`config.mk`:
```
export PLATFORM = sky130hd
export DESIGN_NAME = signed_readout_top
export DESIGN_NICKNAME = d
export VERILOG_FILES = /design/src/rtl/readout_pkg.sv /design/src/rtl/bcd_digit_array.sv /design/src/rtl/hold_timer.sv /design/src/rtl/magnitude_shifter.sv /design/src/rtl/readout_ctrl.sv /design/src/rtl/segment_encoder.sv /design/src/rtl/signed_readout_top.sv
export SDC_FILE = /design/constraint.sdc
export NUM_CORES = 1
export LEC_CHECK = 0
export BUFFER_PORTS_ARGS = -buffer_cell sky130_fd_sc_hd__buf_2
export CORE_MARGIN = 1.5
export CORE_UTILIZATION = 50
export DETAILED_ROUTE_END_ITERATION = 10
export GPL_ROUTABILITY_DRIVEN = 0
export PLACE_DENSITY = 0.82
export SYNTH_ARGS = -nofsm -noshare
export SYNTH_HDL_FRONTEND = slang
export SYNTH_HIERARCHICAL = 1
export SYNTH_SLANG_ARGS = --single-unit
```
`constraint.sdc`:
```
create_clock -name clk -period 2.06 [get_ports clk]
set_input_delay 0.103 -clock clk [delete_from_list [all_inputs] [get_ports clk]]
set_output_delay 0.103 -clock clk [all_outputs]
set_load 0.02 [all_outputs]
```
`src/rtl/readout_pkg.sv`:
```
package readout_pkg;

    localparam int BIN_W      = 19;
    localparam int NUM_DIGITS = 6;
    localparam int NUM_POS    = NUM_DIGITS + 1;  // digits plus sign
    localparam int SEG_W      = 7;

    // signed input and magnitude register
    typedef logic [BIN_W-1:0] bin_word_t;

    // ones digit in the low nibble
    typedef logic [4*NUM_DIGITS-1:0] bcd_word_t;

    typedef logic [3:0] digit_t;

    // bit 6 is segment g, bit 0 is segment a
    typedef logic [SEG_W-1:0] seg_t;

    // position 0 = ones digit, position 6 = sign
    typedef logic [SEG_W*NUM_POS-1:0] seg_bank_t;

    typedef enum logic [1:0] {
        IDLE,
        SHIFT,
        ADJUST,
        HOLD
    } ctrl_state_t;

    // one shift per magnitude bit
    localparam int SHIFT_STEPS = BIN_W;

    localparam seg_t SEG_BLANK = 7'b000_0000;
    localparam seg_t SEG_MINUS = 7'b100_0000;  // g only

endpackage

```
`src/rtl/bcd_digit_array.sv`:
```
`timescale 1ns/1ps

module bcd_digit_array (
    input  logic                   clk,
    input  logic                   reset,
    input  logic                   load,
    input  logic                   shift,
    input  logic                   adjust,
    input  logic                   shift_bit,
    output readout_pkg::bcd_word_t bcd
);
    import readout_pkg::*;

    digit_t digit [NUM_DIGITS];  // digit[0] is ones
    logic   digits_ok;

    always_ff @(posedge clk or posedge reset) begin
        if (reset) begin
            for (int i = 0; i < NUM_DIGITS; i++) begin
                digit[i] <= '0;
            end
        end else if (load) begin
            for (int i = 0; i < NUM_DIGITS; i++) begin
                digit[i] <= '0;
            end
        end else if (shift) begin
            digit[0] <= {digit[0][2:0], shift_bit};
            for (int i = 1; i < NUM_DIGITS; i++) begin
                digit[i] <= {digit[i][2:0], digit[i-1][3]};  // carry up the chain
            end
        end else if (adjust) begin
            for (int i = 0; i < NUM_DIGITS; i++) begin
                if (digit[i] > 4'd4) begin
                    digit[i] <= digit[i] + 4'd3;
                end
            end
        end
    end

    always_comb begin
        digits_ok = 1'b1;
        for (int i = 0; i < NUM_DIGITS; i++) begin
            bcd[4*i +: 4] = digit[i];
            if (digit[i] > 4'd9) begin
                digits_ok = 1'b0;
            end
        end
    end

    // adjusted digits reach 12 at most, the next shift brings them back to decimal
    a_bcd_valid: assert property (@(posedge clk) disable iff (reset)
        adjust ##1 shift |=> digits_ok);

endmodule

```
`src/rtl/hold_timer.sv`:
```
`timescale 1ns/1ps

module hold_timer #(
    parameter int HOLD_CYCLES = 5
) (
    input  logic clk,
    input  logic reset,
    input  logic hold_start,
    output logic hold_done
);
    localparam int               CNT_W = (HOLD_CYCLES > 1) ? $clog2(HOLD_CYCLES) : 1;
    localparam logic [CNT_W-1:0] LAST  = CNT_W'(HOLD_CYCLES - 1);

    logic [CNT_W-1:0] count;
    logic             running;

    assign hold_done = running && (count == LAST);

    always_ff @(posedge clk or posedge reset) begin
        if (reset) begin
            running <= 1'b0;
            count   <= '0;
        end else if (hold_start) begin
            running <= 1'b1;  // restart even if busy
            count   <= '0;
        end else if (hold_done) begin
            running <= 1'b0;
            count   <= '0;
        end else if (running) begin
            count <= count + 1'b1;
        end
    end

endmodule

```
`src/rtl/magnitude_shifter.sv`:
```
`timescale 1ns/1ps

module magnitude_shifter (
    input  logic                   clk,
    input  logic                   reset,
    input  logic                   load,
    input  logic                   shift,
    input  readout_pkg::bin_word_t value,
    output logic                   shift_bit,
    output logic                   negative
);
    import readout_pkg::*;

    bin_word_t mag;  // unsigned, so 2**18 still fits

    assign shift_bit = mag[BIN_W-1];

    always_ff @(posedge clk) begin
        if (load) begin
            mag <= value[BIN_W-1] ? (~value + 1'b1) : value;
        end else if (shift) begin
            mag <= {mag[BIN_W-2:0], 1'b0};  // msb out first
        end
    end

    always_ff @(posedge clk or posedge reset) begin
        if (reset) begin
            negative <= 1'b0;
        end else if (load) begin
            negative <= value[BIN_W-1];
        end
    end

endmodule

```
`src/rtl/readout_ctrl.sv`:
```
`timescale 1ns/1ps

module readout_ctrl #(
    parameter int HOLD_CYCLES = 5
) (
    input  logic clk,
    input  logic reset,
    input  logic enable,
    input  logic start,
    input  logic hold_done,
    output logic load,
    output logic shift,
    output logic adjust,
    output logic hold_start,
    output logic ready
);
    import readout_pkg::*;

    ctrl_state_t state;
    ctrl_state_t next_state;
    logic [4:0]  step_cnt;   // shifts done so far
    logic        last_step;

    assign last_step = (step_cnt == 5'(SHIFT_STEPS - 1));

    // a start while ready is still high belongs to the hold
    assign load       = enable && start && !ready && (state == IDLE);
    assign shift      = enable && (state == SHIFT);
    assign adjust     = enable && (state == ADJUST);
    assign hold_start = shift && last_step;

    always_comb begin
        next_state = state;
        case (state)
            IDLE:    next_state = load ? SHIFT : IDLE;
            SHIFT:   next_state = last_step ? HOLD : ADJUST;  // no adjust after final shift
            ADJUST:  next_state = SHIFT;
            HOLD:    next_state = hold_done ? IDLE : HOLD;
            default: next_state = IDLE;
        endcase
    end

    always_ff @(posedge clk or posedge reset) begin
        if (reset) begin
            state <= IDLE;
        end else if (!enable) begin
            state <= IDLE;  // abort
        end else begin
            state <= next_state;
        end
    end

    always_ff @(posedge clk or posedge reset) begin
        if (reset) begin
            step_cnt <= '0;
        end else if (load) begin
            step_cnt <= '0;
        end else if (shift) begin
            step_cnt <= step_cnt + 5'd1;
        end
    end

    // lags HOLD by one edge
    always_ff @(posedge clk or posedge reset) begin
        if (reset) begin
            ready <= 1'b0;
        end else begin
            ready <= enable && (state == HOLD);
        end
    end

    // one strobe at a time, none held for two cycles
    a_strobes_exclusive: assert property (@(posedge clk) disable iff (reset)
        $onehot0({load, shift, adjust}) &&
        !(|({load, shift, adjust} & $past({load, shift, adjust}))));

    // only the hold_done exit leaves ready one cycle past HOLD
    a_ready_from_hold: assert property (@(posedge clk) disable iff (reset)
        ready |-> (state == HOLD) || $past(hold_done));

    // full hold window unless enable drops
    a_ready_length: assert property (@(posedge clk) disable iff (reset || !enable)
        $rose(ready) |-> ready [*HOLD_CYCLES] ##1 !ready);

endmodule

```
`src/rtl/segment_encoder.sv`:
```
`timescale 1ns/1ps

module segment_encoder (
    input  readout_pkg::bcd_word_t  bcd,
    input  logic                    negative,
    output readout_pkg::seg_bank_t  segments
);
    import readout_pkg::*;

    logic [NUM_DIGITS-1:0] lit;  // position shows its digit

    function automatic seg_t digit_to_seg(input digit_t d);
        case (d)
            4'd0:    return 7'b011_1111;
            4'd1:    return 7'b000_0110;
            4'd2:    return 7'b101_1011;
            4'd3:    return 7'b100_1111;
            4'd4:    return 7'b110_0110;
            4'd5:    return 7'b110_1101;
            4'd6:    return 7'b111_1101;
            4'd7:    return 7'b000_0111;
            4'd8:    return 7'b111_1111;
            4'd9:    return 7'b110_1111;
            default: return SEG_BLANK;  // not decimal
        endcase
    endfunction

    // lit from the highest nonzero digit downward
    always_comb begin
        lit[NUM_DIGITS-1] = (bcd[4*NUM_DIGITS-1 -: 4] != 4'd0);
        for (int i = NUM_DIGITS - 2; i >= 1; i--) begin
            lit[i] = lit[i+1] || (bcd[4*i +: 4] != 4'd0);
        end
        lit[0] = 1'b1;  // ones always shown
    end

    always_comb begin
        for (int i = 0; i < NUM_DIGITS; i++) begin
            segments[SEG_W*i +: SEG_W] = lit[i] ? digit_to_seg(bcd[4*i +: 4]) : SEG_BLANK;
        end
        segments[SEG_W*NUM_DIGITS +: SEG_W] = negative ? SEG_MINUS : SEG_BLANK;
    end

endmodule

```
`src/rtl/signed_readout_top.sv`:
```
`timescale 1ns/1ps

module signed_readout_top #(
    parameter int HOLD_CYCLES = 5
) (
    input  logic                   clk,
    input  logic                   reset,
    input  logic                   enable,
    input  logic                   start,
    input  readout_pkg::bin_word_t value,
    output readout_pkg::bcd_word_t bcd,
    output logic                   negative,
    output logic                   ready,
    output readout_pkg::seg_bank_t segments
);

    logic load;
    logic shift;
    logic adjust;
    logic hold_start;
    logic hold_done;
    logic shift_bit;  // magnitude msb into the digit chain

    readout_ctrl #(
        .HOLD_CYCLES(HOLD_CYCLES)
    ) u_ctrl (
        .clk        (clk),
        .reset      (reset),
        .enable     (enable),
        .start      (start),
        .hold_done  (hold_done),
        .load       (load),
        .shift      (shift),
        .adjust     (adjust),
        .hold_start (hold_start),
        .ready      (ready)
    );

    magnitude_shifter u_shifter (
        .clk       (clk),
        .reset     (reset),
        .load      (load),
        .shift     (shift),
        .value     (value),
        .shift_bit (shift_bit),
        .negative  (negative)
    );

    bcd_digit_array u_digits (
        .clk       (clk),
        .reset     (reset),
        .load      (load),
        .shift     (shift),
        .adjust    (adjust),
        .shift_bit (shift_bit),
        .bcd       (bcd)
    );

    hold_timer #(
        .HOLD_CYCLES(HOLD_CYCLES)
    ) u_hold (
        .clk        (clk),
        .reset      (reset),
        .hold_start (hold_start),
        .hold_done  (hold_done)
    );

    segment_encoder u_segments (
        .bcd      (bcd),
        .negative (negative),
        .segments (segments)
    );

endmodule
```
* Word level (Yosys, flattened, before mapping)
Memories as Yosys holds them, arrays and structs flattened.
Cells that the tools add are included.
** Word-level totals
- Register bits :: 56
- Memory bits (read-only) :: 672
- Memories kept :: 6
- Output and inout port bits :: 75
- Bits of input ports :: 23
** Cells by class
- Equality and inequality tests :: 5
- Bitwise logic cells :: 1
- Reductions and logical operators :: 35
- Order comparisons :: 6
- Add/sub/neg operators :: 9
- Muxes and demuxes :: 30
** Memory list
- (no name shown) :: words 16, bits a word 7, read ports 1, clocked after memory_dff 0, wr ports 0, line segment_encoder.sv:13 : case (d)
- (no name shown) :: words 16, bits a word 7, read ports 1, clocked after memory_dff 0, wr ports 0, line segment_encoder.sv:13
- (no name shown) :: words 16, bits a word 7, read ports 1, clocked after memory_dff 0, wr ports 0, line segment_encoder.sv:13
- (no name shown) :: words 16, bits a word 7, read ports 1, clocked after memory_dff 0, wr ports 0, line segment_encoder.sv:13
- (no name shown) :: words 16, bits a word 7, read ports 1, clocked after memory_dff 0, wr ports 0, line segment_encoder.sv:13
- (no name shown) :: words 16, bits a word 7, read ports 1, clocked after memory_dff 0, wr ports 0, line segment_encoder.sv:13
** Operators with widths (count)
- 2-to-1 mux 24 bit :: 3
- 2-to-1 mux 19 bit :: 3
- 2-to-1 mux 7 bit :: 6
- adder 4 x 2 -> 4 bit, second input constant :: 6
- > comparator 4 x 3 -> 1 bit, second input constant :: 6
- 2-to-1 mux 4 bit :: 6
- nonzero test 3 bit :: 8
- nonzero test 4 bit :: 5
- adder 19 x 1 -> 19 bit, second input constant :: 1
- NOT 19 bit :: 1
- AND reduction 2 bit :: 6
- 2-to-1 mux 5 bit :: 2
- 2-to-1 mux 3 bit :: 3
- logical AND 1 bit :: 8
- one-hot mux 2 bit (4 select lines) :: 1
- adder 5 x 1 -> 5 bit, second input constant :: 1
- equality test 5 bit, second input constant :: 1
- equality test 2 bit, second input constant :: 2
- logical OR 1 bit :: 4
- 2-to-1 mux 1 bit :: 4
- 2-to-1 mux 2 bit :: 2
- nonzero test 2 bit :: 2
- adder 3 x 1 -> 3 bit, second input constant :: 1
- equality test 3 bit, second input constant :: 1
- 3 further kinds :: 3

* Depth between registers and ports, before layout
Gate-level depths: netlist of the first run.
- Word-level depth :: 6
- Mapped depth :: 7

* Modules after synthesis
The synthesis of the first run kept the hierarchy.
** By module, submodules not included
- bcd_digit_array :: cells each 206, sequential area each 600.6 um^2, times used 1, area an instance 1749.2 um^2
- segment_encoder :: cells each 213, sequential area each 0.0 um^2, times used 1, area an instance 1385.1 um^2
- magnitude_shifter :: cells each 126, sequential area each 595.6 um^2, times used 1, area an instance 1224.9 um^2
- readout_ctrl :: cells each 41, sequential area each 200.2 um^2, times used 1, area an instance 452.9 um^2
- hold_timer :: cells each 21, sequential area each 100.1 um^2, times used 1, area an instance 207.7 um^2

* Least setup slack after synthesis of the first run
OpenSTA, ideal clock, no wires.
- Kind :: flip-flop to flip-flop
- Start :: register u_ctrl.ready
- End :: register u_shifter.mag[17], data pin
- Path slack :: 0.019 ns
- Data required time :: 1.798 ns
- Clock period less this slack :: 2.041 ns
- Stages on the path, launching flop included :: 7
- Data arrival time :: 1.779 ns
- Library setup time :: 0.262 ns
- Cell sequence :: dfrtp_1 > and2b_2 > nor4b_4 > clkbuf_1 > inv_1 > a222oi_1 > nand2_1
** Between the ends
- Cells in the longest elaborated chain, start to end :: 4
** RTL lines
- start: declaration :: line readout_ctrl.sv:15 : output logic ready
- start signal: assignment :: line readout_ctrl.sv:68 : ready <= enable && (state == HOLD);
- zero test 1 bit :: line readout_ctrl.sv:27 : assign load = enable && start && !ready && (state == IDLE);
- logical AND 1 bit (2 in a row) :: line readout_ctrl.sv:27
- named net load :: line signed_readout_top.sv:17 : logic load;
- 2-to-1 mux 19 bit :: line magnitude_shifter.sv:19 : if (load) begin
- end signal: assignment :: line magnitude_shifter.sv:20 : mag <= value[BIN_W-1] ? (~value + 1'b1) : value;
- end signal: assignment :: line magnitude_shifter.sv:22 : mag <= {mag[BIN_W-2:0], 1'b0};
- end: declaration :: line magnitude_shifter.sv:14 : bin_word_t mag;
The timed path passes the listed nets, and every way through them passes these cells.
A chain may end at the register's enable or synchronous reset.

* Worst setup path in the final report of the first run
- Start :: register u_digits.digit (netlist bit u_digits/bcd[17])
- End :: output port segments[8]
** Between the ends
- Cells in the longest elaborated chain, start to end :: 6
** RTL lines
- start: declaration :: line bcd_digit_array.sv:14 : digit_t digit [NUM_DIGITS];
- start signal: indexed assignment :: line bcd_digit_array.sv:29 : digit[i] <= {digit[i][2:0], digit[i-1][3]};
- start signal: indexed assignment :: line bcd_digit_array.sv:34 : digit[i] <= digit[i] + 4'd3;
- nonzero test 4 bit :: line segment_encoder.sv:32 : lit[i] = lit[i+1] || (bcd[4*i +: 4] != 4'd0);
- logical OR 1 bit (4 in a row) :: line segment_encoder.sv:32
- 2-to-1 mux 7 bit :: line segment_encoder.sv:39 : segments[SEG_W*i +: SEG_W] = lit[i] ? digit_to_seg(bcd[4*i +: 4]) : SEG_BLANK;
- end: declaration :: line signed_readout_top.sv:14 : output readout_pkg::seg_bank_t segments
No other way between the ends.

==> flow_metrics.env, run 1 <==
export IMPL_setup_viol=0
export IMPL_dpl_worst_slack_ns=0.125
export IMPL_yosys_top_cells_count="nor2_1 (59), inv_1 (50), ha_1 (48)"
export IMPL_postSynth_asyncResetShare=0.661
export IMPL_routed_wl_um=12000
export IMPL_root_buffer="clkbuf_8"
export IMPL_final_cells=839
export IMPL_relSlewSlack=0.609
export IMPL_worstHoldPathCells=2
export IMPL_outcome="completed"
export IMPL_seq_area_frac_synth=0.298
export IMPL_grt_pass1_wl_um=19000
export IMPL_drv_cap=0
export IMPL_multiInputGateArea_sq_mm=0.00321
export IMPL_core_area_sq_mm=0.00977
export IMPL_min_from="enable"
export IMPL_ff_latch_area_sq_mm=0.00150
export IMPL_synth_edff_count=19
export IMPL_drt_pre_antenna_iters=5
export IMPL_syn_cell_area_sq_mm=0.00502
export IMPL_slew_viol_final=0
export IMPL_fp_row_count=36
export IMPL_grt_max_degree=42
export IMPL_clock_skew_ns=0.0105
export IMPL_tightestPinTransition_ns=0.586
export IMPL_placed_cells=822
export IMPL_hpwl_um=8650
export IMPL_gr_total_overflow=0
export IMPL_clkLatencyLatePin_ns=0.31
export IMPL_antenna_found_initial=0
export IMPL_pwr_share_seq=0.286
export IMPL_synthTopCellsByArea="dfrtp_1 (18%), ha_1 (12%), edfxtp_1 (11%)"
export IMPL_cellPowerDensity_mw_per_mm2=857
export IMPL_synthToLayoutAreaGrowth_pct=18.4
export IMPL_clockBufferDepth=2
export IMPL_synth_cell_types=69
export IMPL_syn_inst=607
export IMPL_ys_ff_latch=56
export IMPL_die_w_um=103
export IMPL_clkSinkCount=56
export IMPL_ff2ff_setup_slack_ns=0.16
export IMPL_io_buffers=91
export IMPL_post_route_min_period_ns=2.05
export IMPL_dr_total_vias=4784
export IMPL_timing_final_crit_share=0.997
export IMPL_regToRegStartpoint="u_ctrl/state[0]"
export IMPL_p_sw_mw=2.30
export IMPL_r2r_end="u_shifter/mag[17]"
export IMPL_cp_required_ns=1.96
export IMPL_wl_per_cell_um=14.3
export IMPL_utilization=0.608
export IMPL_synth_top_area_share=0.184
export IMPL_antenna_cells=0
export IMPL_power_leakage_nw=2.59
export IMPL_ant_nets=0
export IMPL_grt_pass1_vias=4239
export IMPL_arrival_ns=1.95
export IMPL_io_pins=98
export IMPL_routed_via_density=5.70
export IMPL_clkTransAtPathRegs_ns=0.10
export IMPL_nets=776
export IMPL_syn_mean_instance_area_sq_um=8.27
export IMPL_rr_worst_depth=5
export IMPL_peakVddDrop_uv=442
export IMPL_htreeDepth=2
export IMPL_cts_tree="done"
export IMPL_drive_gt1_frac=0.261
export IMPL_yosysMostFrequentCell="nor2_1"
export IMPL_setup_ws_ns=0.00711
export IMPL_switching_share=0.452
export IMPL_hold_path_end="u_ctrl/ready"
export IMPL_drc_errors=0
export IMPL_p_int_mw=2.79
export IMPL_crit_fanout=7
export IMPL_initial_core_util=0.514
export IMPL_rsz0062_at_grt="true"
export IMPL_fill_cells=854
export IMPL_synth_top_area_cell="dfrtp_1"
export IMPL_numCtsBuffers=5
export IMPL_hold_class="in2reg"
export IMPL_fmax_mhz=487
export IMPL_die_area_sq_mm=0.0106
export IMPL_hold_violations=0
export IMPL_crit_type="reg2out"
export IMPL_combPwrFrac=0.573
export IMPL_ys_warn_count=6
export IMPL_die_h_um=103
export IMPL_critPathLaunchType="flop"
export IMPL_fin_tns_setup_ns=0
export IMPL_initialDrtViolationCount=270
export IMPL_endpoint_kind="output pin"
export IMPL_synth_ff_type="dfrtp_1"
export IMPL_pwr_share_clk=0.141
export IMPL_groute_usage_overall=0.220
-- state kept, by name, summed over array words and instances, names as in the netlist --
register / cells
u_ctrl/ready: 1
u_ctrl/state: 2
u_ctrl/step_cnt: 5
u_digits/bcd: 24
u_hold/count: 3
u_hold/running: 1
u_shifter/mag: 19
u_shifter/negative: 1
-- routing by layer --
layer,GRT usage,wire length (um),share of wire,up-vias
met1,0.273,4970,0.41,2280
met5,0,0,0,-
met3,0.0323,660,0.055,13
met4,0.0582,78,0.0065,0
li1,-,-,-,2322
met2,0.401,6310,0.52,169
-- through the flow --
step	area [sq um]	total power, mW	hold WS (ns)
after floorplan	5040	3.37	-0.168
after global placement	5670	4.14	-0.0189
after detailed placement	5670	4.23	-0.0148
after CTS	5830	4.98	0.100
after global routing	5950	5.45	0.116
final	5950	5.10	0.105
-- placed cells by master (no fill, tap or decap), drive strengths merged, types with 10 or more instances in the layout --
cell type / count
o211ai: 20
nor3: 16
ha: 48
a21oi: 44
nor2b: 15
o21ai: 33
edfxtp: 19
or3: 10
o31ai: 14
nand3: 13
o22ai: 11
xor2: 14
a31oi: 10
dfrtp: 37
buf: 127
nor2: 59
nand2b: 27
inv: 53
nand2: 31
-- power groups by stage --
stage	registers, mW	logic, mW	clock network [mW]
after floorplan	1.60	1.78	0
after global placement	1.47	2.67	0
after detailed placement	1.47	2.75	0
after CTS	1.45	2.80	0.728
after global routing	1.49	3.19	0.771
final	1.46	2.92	0.720
-- worst max-delay path, stage by stage (launching register included) --
cell and delay [ns]:
dfrtp_1 0.40, inv_2 0.10, ha_4 0.14, nor4b_4 0.26, nand3_2 0.18, nor4_4 0.17
buf_6 0.17, a211oi_2 0.05, buf_4 0.18
-- cell type report --
cell class | instances | area share
inverter | 53 | 0.0335
clock inverter | 2 | 0.00589
tap | 133 | 0.0280
sequential | 56 | 0.252
timing repair buffer | 128 | 0.129
multi-input combinational | 461 | 0.540
clock buffer | 6 | 0.0122
-- cells by family (layout without fill, tap and decap cells) --
family / count (synthesis) / count (layout) / synth area share
and+or+nand+nor: 213 / 213 / 0.237
AOI/OAI and AO/OA: 171 / 171 / 0.219
buffers and inverters: 95 / 189 / 0.0825
DFF: 56 / 56 / 0.298
adders and majority gates: 48 / 48 / 0.120
xor gates and xnor gates: 17 / 17 / 0.0297
muxes: 6 / 6 / 0.0132
other: 1 / 6 / 0.000747
-- worst max path at each step --
stage	from	endpoint	slack, ns	cells past startpoint
CTS	u_digits/bcd[21]	segments[19]	-0.04	8
global route	u_digits/bcd[17]	segments[8]	-0.09	8
detailed placement	value[0]	u_shifter/mag[12]	0.12	8
finish	u_digits/bcd[17]	segments[8]	0.007	8
global placement	u_digits/bcd[17]	segments[8]	0.19	7
floorplan	u_ctrl/ready	u_shifter/mag[17]	0.02	6
-- timing repair --
action	in CTS	in global routing
pin swaps	2	1
cloned	0	0
resized for setup	11	22
hold buffers	1	0
endpoints found under the hold margin	37	0
buffers inserted	2	6
endpoints found under the setup margin	14	19
(Power assumes the default switching activity.)
==> inputs of run 2 (changes only) <==
==> constraint.sdc (replaced) <==
create_clock -name clk -period 2.1 [get_ports clk]
set_input_delay 0.21 -clock clk [delete_from_list [all_inputs] [get_ports clk]]
set_output_delay 0.21 -clock clk [all_outputs]
set_load 0.02 [all_outputs]
==> run 2 against run 1 <==
  * Largest power group unchanged
  * Largest cell class unchanged
  * Utilization up 0.93 points
  * Setup slack worse by 0.047 ns
  * Total power down 1.7%
  * Sequential share of layout area down 0.36 points
  * Register-to-register slack worse by 0.04 ns
  * Global-route usage up 0.37 points
  * First-iteration DRC count down 27%
  * The flow now finishes with violations (negative setup slack)
==> flow_metrics.env, run 2 (synthesis gave the netlist of run 1 again) <==
export IMPL_ff_latch_area_sq_mm=0.00150
export IMPL_antenna_found_initial=0
export IMPL_drv_cap=0
export IMPL_core_area_sq_mm=0.00977
export IMPL_slew_viol_final=0
export IMPL_arrival_ns=1.93
export IMPL_critPathSlowestCell="dfrtp_1"
export IMPL_critPathLaunchType="flop"
export IMPL_htreeDepth=2
export IMPL_drc_errors=0
export IMPL_grt_pass1_vias=4382
export IMPL_drt_pre_antenna_iters=5
export IMPL_die_w_um=103
export IMPL_post_route_min_period_ns=2.14
export IMPL_clock_skew_ns=0.0125
export IMPL_clkSinkCount=56
export IMPL_grt_max_degree=40
export IMPL_crit_fanout=7
export IMPL_numCtsBuffers=5
export IMPL_multiInputGateArea_sq_mm=0.00324
export IMPL_io_pins=98
export IMPL_fmax_mhz=467
export IMPL_root_buffer="clkbuf_8"
export IMPL_fin_tns_setup_ns=-0.203
export IMPL_gr_total_overflow=0
export IMPL_final_cells=843
export IMPL_synthToLayoutAreaGrowth_pct=20.3
export IMPL_cp_required_ns=1.89
export IMPL_placed_cells=821
export IMPL_wl_met2_um=6380
export IMPL_timing_final_crit_share=1.02
export IMPL_setup_viol=8
export IMPL_antenna_cells=0
export IMPL_relSlewSlack=0.614
export IMPL_power_leakage_nw=2.62
export IMPL_setup_ws_ns=-0.0396
export IMPL_top_layer="met4"
export IMPL_initialDrtViolationCount=198
export IMPL_grt_pass1_wl_um=19300
export IMPL_endpoint_kind="output pin"
export IMPL_fill_cells=850
export IMPL_drive_gt1_frac=0.269
export IMPL_peakVddDrop_uv=383
export IMPL_cp_top_family="simple AND/OR/NAND/NOR gates"
export IMPL_die_h_um=103
export IMPL_wl_per_cell_um=14.6
export IMPL_tightestPinTransition_ns=0.579
export IMPL_cts_tree="done"
export IMPL_nets=780
export IMPL_ant_nets=0
export IMPL_clockBufferDepth=2
export IMPL_path_cells="inv_2, ha_4, nor4b_4, nand3_2, nor4_4, buf_6, a211oi_2, buf_4"
export IMPL_max_stage_delay_ns=0.40
export IMPL_dpl_worst_slack_ns=0.0694
export IMPL_dr_total_vias=4839
export IMPL_final_cell_mix="buf_2 (76), nor2_1 (57), buf_4 (45)"
export IMPL_violations="negative setup slack"
export IMPL_hold_class="in2reg"
export IMPL_fp_row_count=36
export IMPL_largest_reg_flops=24
export IMPL_cellPowerDensity_mw_per_mm2=829
export IMPL_crit_type="reg2out"
export IMPL_path_buf_inv=3
export IMPL_hpwl_um=8540
export IMPL_routed_wl_um=12300
export IMPL_initial_core_util=0.514
export IMPL_clkLatencyLatePin_ns=0.31
export IMPL_clkTransAtPathRegs_ns=0.10
export IMPL_route_met3_wl_um=646
export IMPL_rsz0062_at_grt="true"
export IMPL_hold_violations=0
export IMPL_wl_met1_um=5190
export IMPL_final_common_cell="buf_2"
export IMPL_outcome="finished with violations"
export IMPL_groute_usage_overall=0.224
export IMPL_io_buffers=91
export IMPL_routed_via_density=5.74
export IMPL_die_area_sq_mm=0.0106
[run 2: cell types whose count changed in the layout (fill, tap and decap cells not counted), moves of 2 or more]
cell,change
buf_2,-11
buf_6,+7
a21oi_1,-2
buf_4,+8
[run 2: power breakdown]
| part | internal [mW] | leakage, nW | switching (mW) |
|---|---|---|---|
| clock network | 0.234 | 0.0399 | 0.341 |
| registers | 1.28 | 0.655 | 0.154 |
| logic | 1.21 | 1.93 | 1.79 |
| total | 2.72 | 2.62 | 2.28 |
[run 2: area by class of cell]
type / count / share of cell area
multi-input cells: 461 / 0.537
flip-flops and latches: 56 / 0.248
repair buffers: 132 / 0.141
inverters: 53 / 0.0330
well taps: 133 / 0.0276
clock buffers: 7 / 0.0126
clock inverters: 1 / 0.000622
[run 2: per-layer routing]
| metal | up-vias | GRT usage |
|---|---|---|
| met4 | 0 | 0.0426 |
| li1 | 2351 | - |
| met1 | 2315 | 0.268 |
| met5 | - | 0 |
| met3 | 9 | 0.0430 |
| met2 | 164 | 0.420 |
[run 2: timing repair]
item,in CTS,in global routing
endpoints found under the setup margin,23,19
endpoints found under the hold margin,37,0
setup buffers,7,6
cloned,0,0
pin swaps,5,4
gates resized for setup,22,36
hold buffers,1,0
[run 2: final timing paths]
path                                    from            endpoint  slack [ns]  cells past startpoint
min                                   enable        u_ctrl/ready        0.21                      2
max                         u_digits/bcd[17]         segments[8]       -0.04                      8
max reg2reg                  u_ctrl/state[0]   u_shifter/mag[17]        0.12                      5
max in group asynchronous              reset     u_digits/bcd[5]        1.30                      4
min in group asynchronous              reset  u_shifter/negative        0.31                      3
min reg2reg                u_shifter/mag[18]     u_digits/bcd[0]        0.50                      2
[run 2: worst reg2reg max path, delay by kind of cell, from the launching register on]
kind | cells | cell delay [ns]
flops | 1 | 0.50
compound gates | 1 | 0.39
simple gates | 2 | 0.44
buf+inv | 2 | 0.40
[run 2: through the flow]
stage               total power, mW  utilization  hold slack [ns]  cell area, sq um
finish                         5.01        0.618            0.212              6040
global route                   5.39        0.618            0.212              6040
CTS                            4.81        0.600            0.207              5870
detailed placement             4.14        0.580           0.0902              5670
global placement               4.06        0.580           0.0876              5670
floorplan                      3.31            -          -0.0613              5040
==> inputs of run 3 (changes only) <==
RECOVER_POWER = 25   (was default)
==> run 3 against run 2 <==
  * The flow still finishes with violations (negative setup slack)
  * Via count did not move
  * Routed wire length is 0.23% lower
  * Flip-flop and latch count is the same
  * Global-route usage unchanged
  * Utilization decreased by 0.051 points
  * Hold slack better by 0.00056 ns
  * Count of clock-buffer cells in the layout did not move
  * Clock power barely moved
  * Maximum frequency about the same
  * Clock skew grew 0.0015 ns
  * Setup slack gained 0.0010 ns
  * Design area barely moved
  * Critical endpoint unchanged
  * Largest cell class unchanged
  * Highest routed layer unchanged
==> flow_metrics.env, run 3 (synthesis gave the netlist of run 1 again) <==
export IMPL_fmax_mhz=468
export IMPL_outcome="finished with violations"
export IMPL_hold_class="in2reg"
export IMPL_antenna_found_initial=0
export IMPL_setup_ws_ns=-0.0386
export IMPL_cp_required_ns=1.89
export IMPL_fin_area_sq_mm=0.00603
export IMPL_groute_usage_overall=0.224
export IMPL_clkLatencyLatePin_ns=0.32
export IMPL_drc_errors=0
export IMPL_routed_wl_um=12300
export IMPL_io_pins=98
export IMPL_grt_pass1_wl_um=19300
export IMPL_grt_pass1_vias=4382
export IMPL_largest_reg_flops=24
export IMPL_tightestPinTransition_ns=0.657
export IMPL_critPathLaunchType="flop"
export IMPL_die_h_um=103
export IMPL_drive_gt1_frac=0.266
export IMPL_relSlewSlack=0.562
export IMPL_clock_skew_ns=0.0140
export IMPL_drt_pre_antenna_iters=5
export IMPL_numCtsBuffers=5
export IMPL_core_area_sq_mm=0.00977
export IMPL_nets=780
export IMPL_gr_total_overflow=0
export IMPL_rsz0062_at_grt="true"
export IMPL_die_w_um=103
export IMPL_clkTransAtPathRegs_ns=0.10
export IMPL_cellPowerDensity_mw_per_mm2=831
export IMPL_final_cells=843
export IMPL_wl_per_cell_um=14.5
export IMPL_die_area_sq_mm=0.0106
export IMPL_hold_violations=0
export IMPL_crit_fanout=7
export IMPL_placed_cells=821
export IMPL_drv_cap=0
export IMPL_grt_max_degree=40
export IMPL_htreeDepth=2
export IMPL_initialDrtViolationCount=195
export IMPL_routed_via_density=5.74
export IMPL_cts_tree="done"
export IMPL_fp_row_count=36
export IMPL_antenna_cells=0
export IMPL_power_leakage_nw=2.61
export IMPL_crit_type="reg2out"
export IMPL_final_common_cell="buf_2"
export IMPL_clkSinkCount=56
export IMPL_setup_viol=8
export IMPL_endpoint_kind="output pin"
export IMPL_arrival_ns=1.93
export IMPL_post_route_min_period_ns=2.14
export IMPL_io_buffers=91
export IMPL_slew_viol_final=0
export IMPL_hpwl_um=8540
export IMPL_synthToLayoutAreaGrowth_pct=20.2
export IMPL_dr_total_vias=4839
export IMPL_clockBufferDepth=2
export IMPL_final_cell_mix="buf_2 (74), nor2_1 (57), buf_4 (44), ha_1 (44), inv_1 (42)"
export IMPL_root_buffer="clkbuf_8"
export IMPL_violations="negative setup slack"
export IMPL_initial_core_util=0.514
export IMPL_place_area_sq_mm=0.00567
export IMPL_timing_final_crit_share=1.02
export IMPL_ant_nets=0
export IMPL_peakVddDrop_uv=386
[run 3: worst paths after layout]
check	end	slack, ns	cells after the start	start
worst max-delay path	segments[8]	-0.04	8	u_digits/bcd[17]
worst min-delay path	u_ctrl/ready	0.21	2	enable
worst max register to register	u_shifter/mag[17]	0.11	5	u_ctrl/state[0]
worst min register to register	u_digits/bcd[0]	0.50	2	u_shifter/mag[18]
max in group asynchronous	u_digits/bcd[5]	0.99	4	reset
min in group asynchronous	u_shifter/negative	0.32	3	reset
[run 3: layout make-up]
| cell class | count | area [sq um] |
|---|---|---|
| multi-input combinational | 461 | 3240 |
| timing repair buffer | 132 | 845 |
| inverter | 53 | 199 |
| clock buffer | 7 | 76.3 |
| fill | 851 | 3740 |
| clock inverter | 1 | 3.75 |
| tap | 133 | 166 |
| sequential | 56 | 1500 |
[run 3: what timing repair did]
| item | CTS | global route |
|---|---|---|
| endpoints found under the hold margin | 37 | 0 |
| pin swaps | 5 | 4 |
| hold buffers | 1 | 0 |
| setup endpoints to repair | 23 | 19 |
| setup buffers | 7 | 6 |
| gates resized for setup | 22 | 36 |
[run 3: where the power goes]
| part | switching (mW) | leakage, nW | total, mW | internal (mW) |
|---|---|---|---|---|
| Combinational | 1.79 | 1.92 | 3.00 | 1.21 |
| Sequential | 0.154 | 0.655 | 1.43 | 1.28 |
| Clock | 0.344 | 0.0399 | 0.578 | 0.234 |
| Total | 2.29 | 2.61 | 5.01 | 2.72 |
[run 3: per-stage QoR]
step                worst slack, ns  power, mW  utilization  setup TNS, ns  hold WS (ns)
floorplan                    0.0296       3.31            -              0       -0.0613
global placement              0.117       4.06        0.580              0        0.0876
detailed placement           0.0694       4.14        0.580              0        0.0902
CTS                         -0.0717       4.81        0.600         -0.520         0.207
global route                 -0.154       5.39        0.617          -2.13         0.212
finish                      -0.0386       5.01        0.617         -0.198         0.212
[run 3: metal layers]
metal	track usage	part of all wire	up-vias
met2	0.420	0.52	160
li1	-	-	2347
met4	0.0426	0.0054	0
met3	0.0430	0.052	9
met1	0.268	0.42	2323
met5	0	0	-
[run 3: worst max-delay path: stages (launching register included)]
cell      delay [ns]
dfrtp_1         0.40
inv_2           0.09
ha_4            0.14
nor4b_4         0.24
nand3_2         0.18
nor4_4          0.18
buf_6           0.17
a211oi_2        0.04
buf_4           0.18
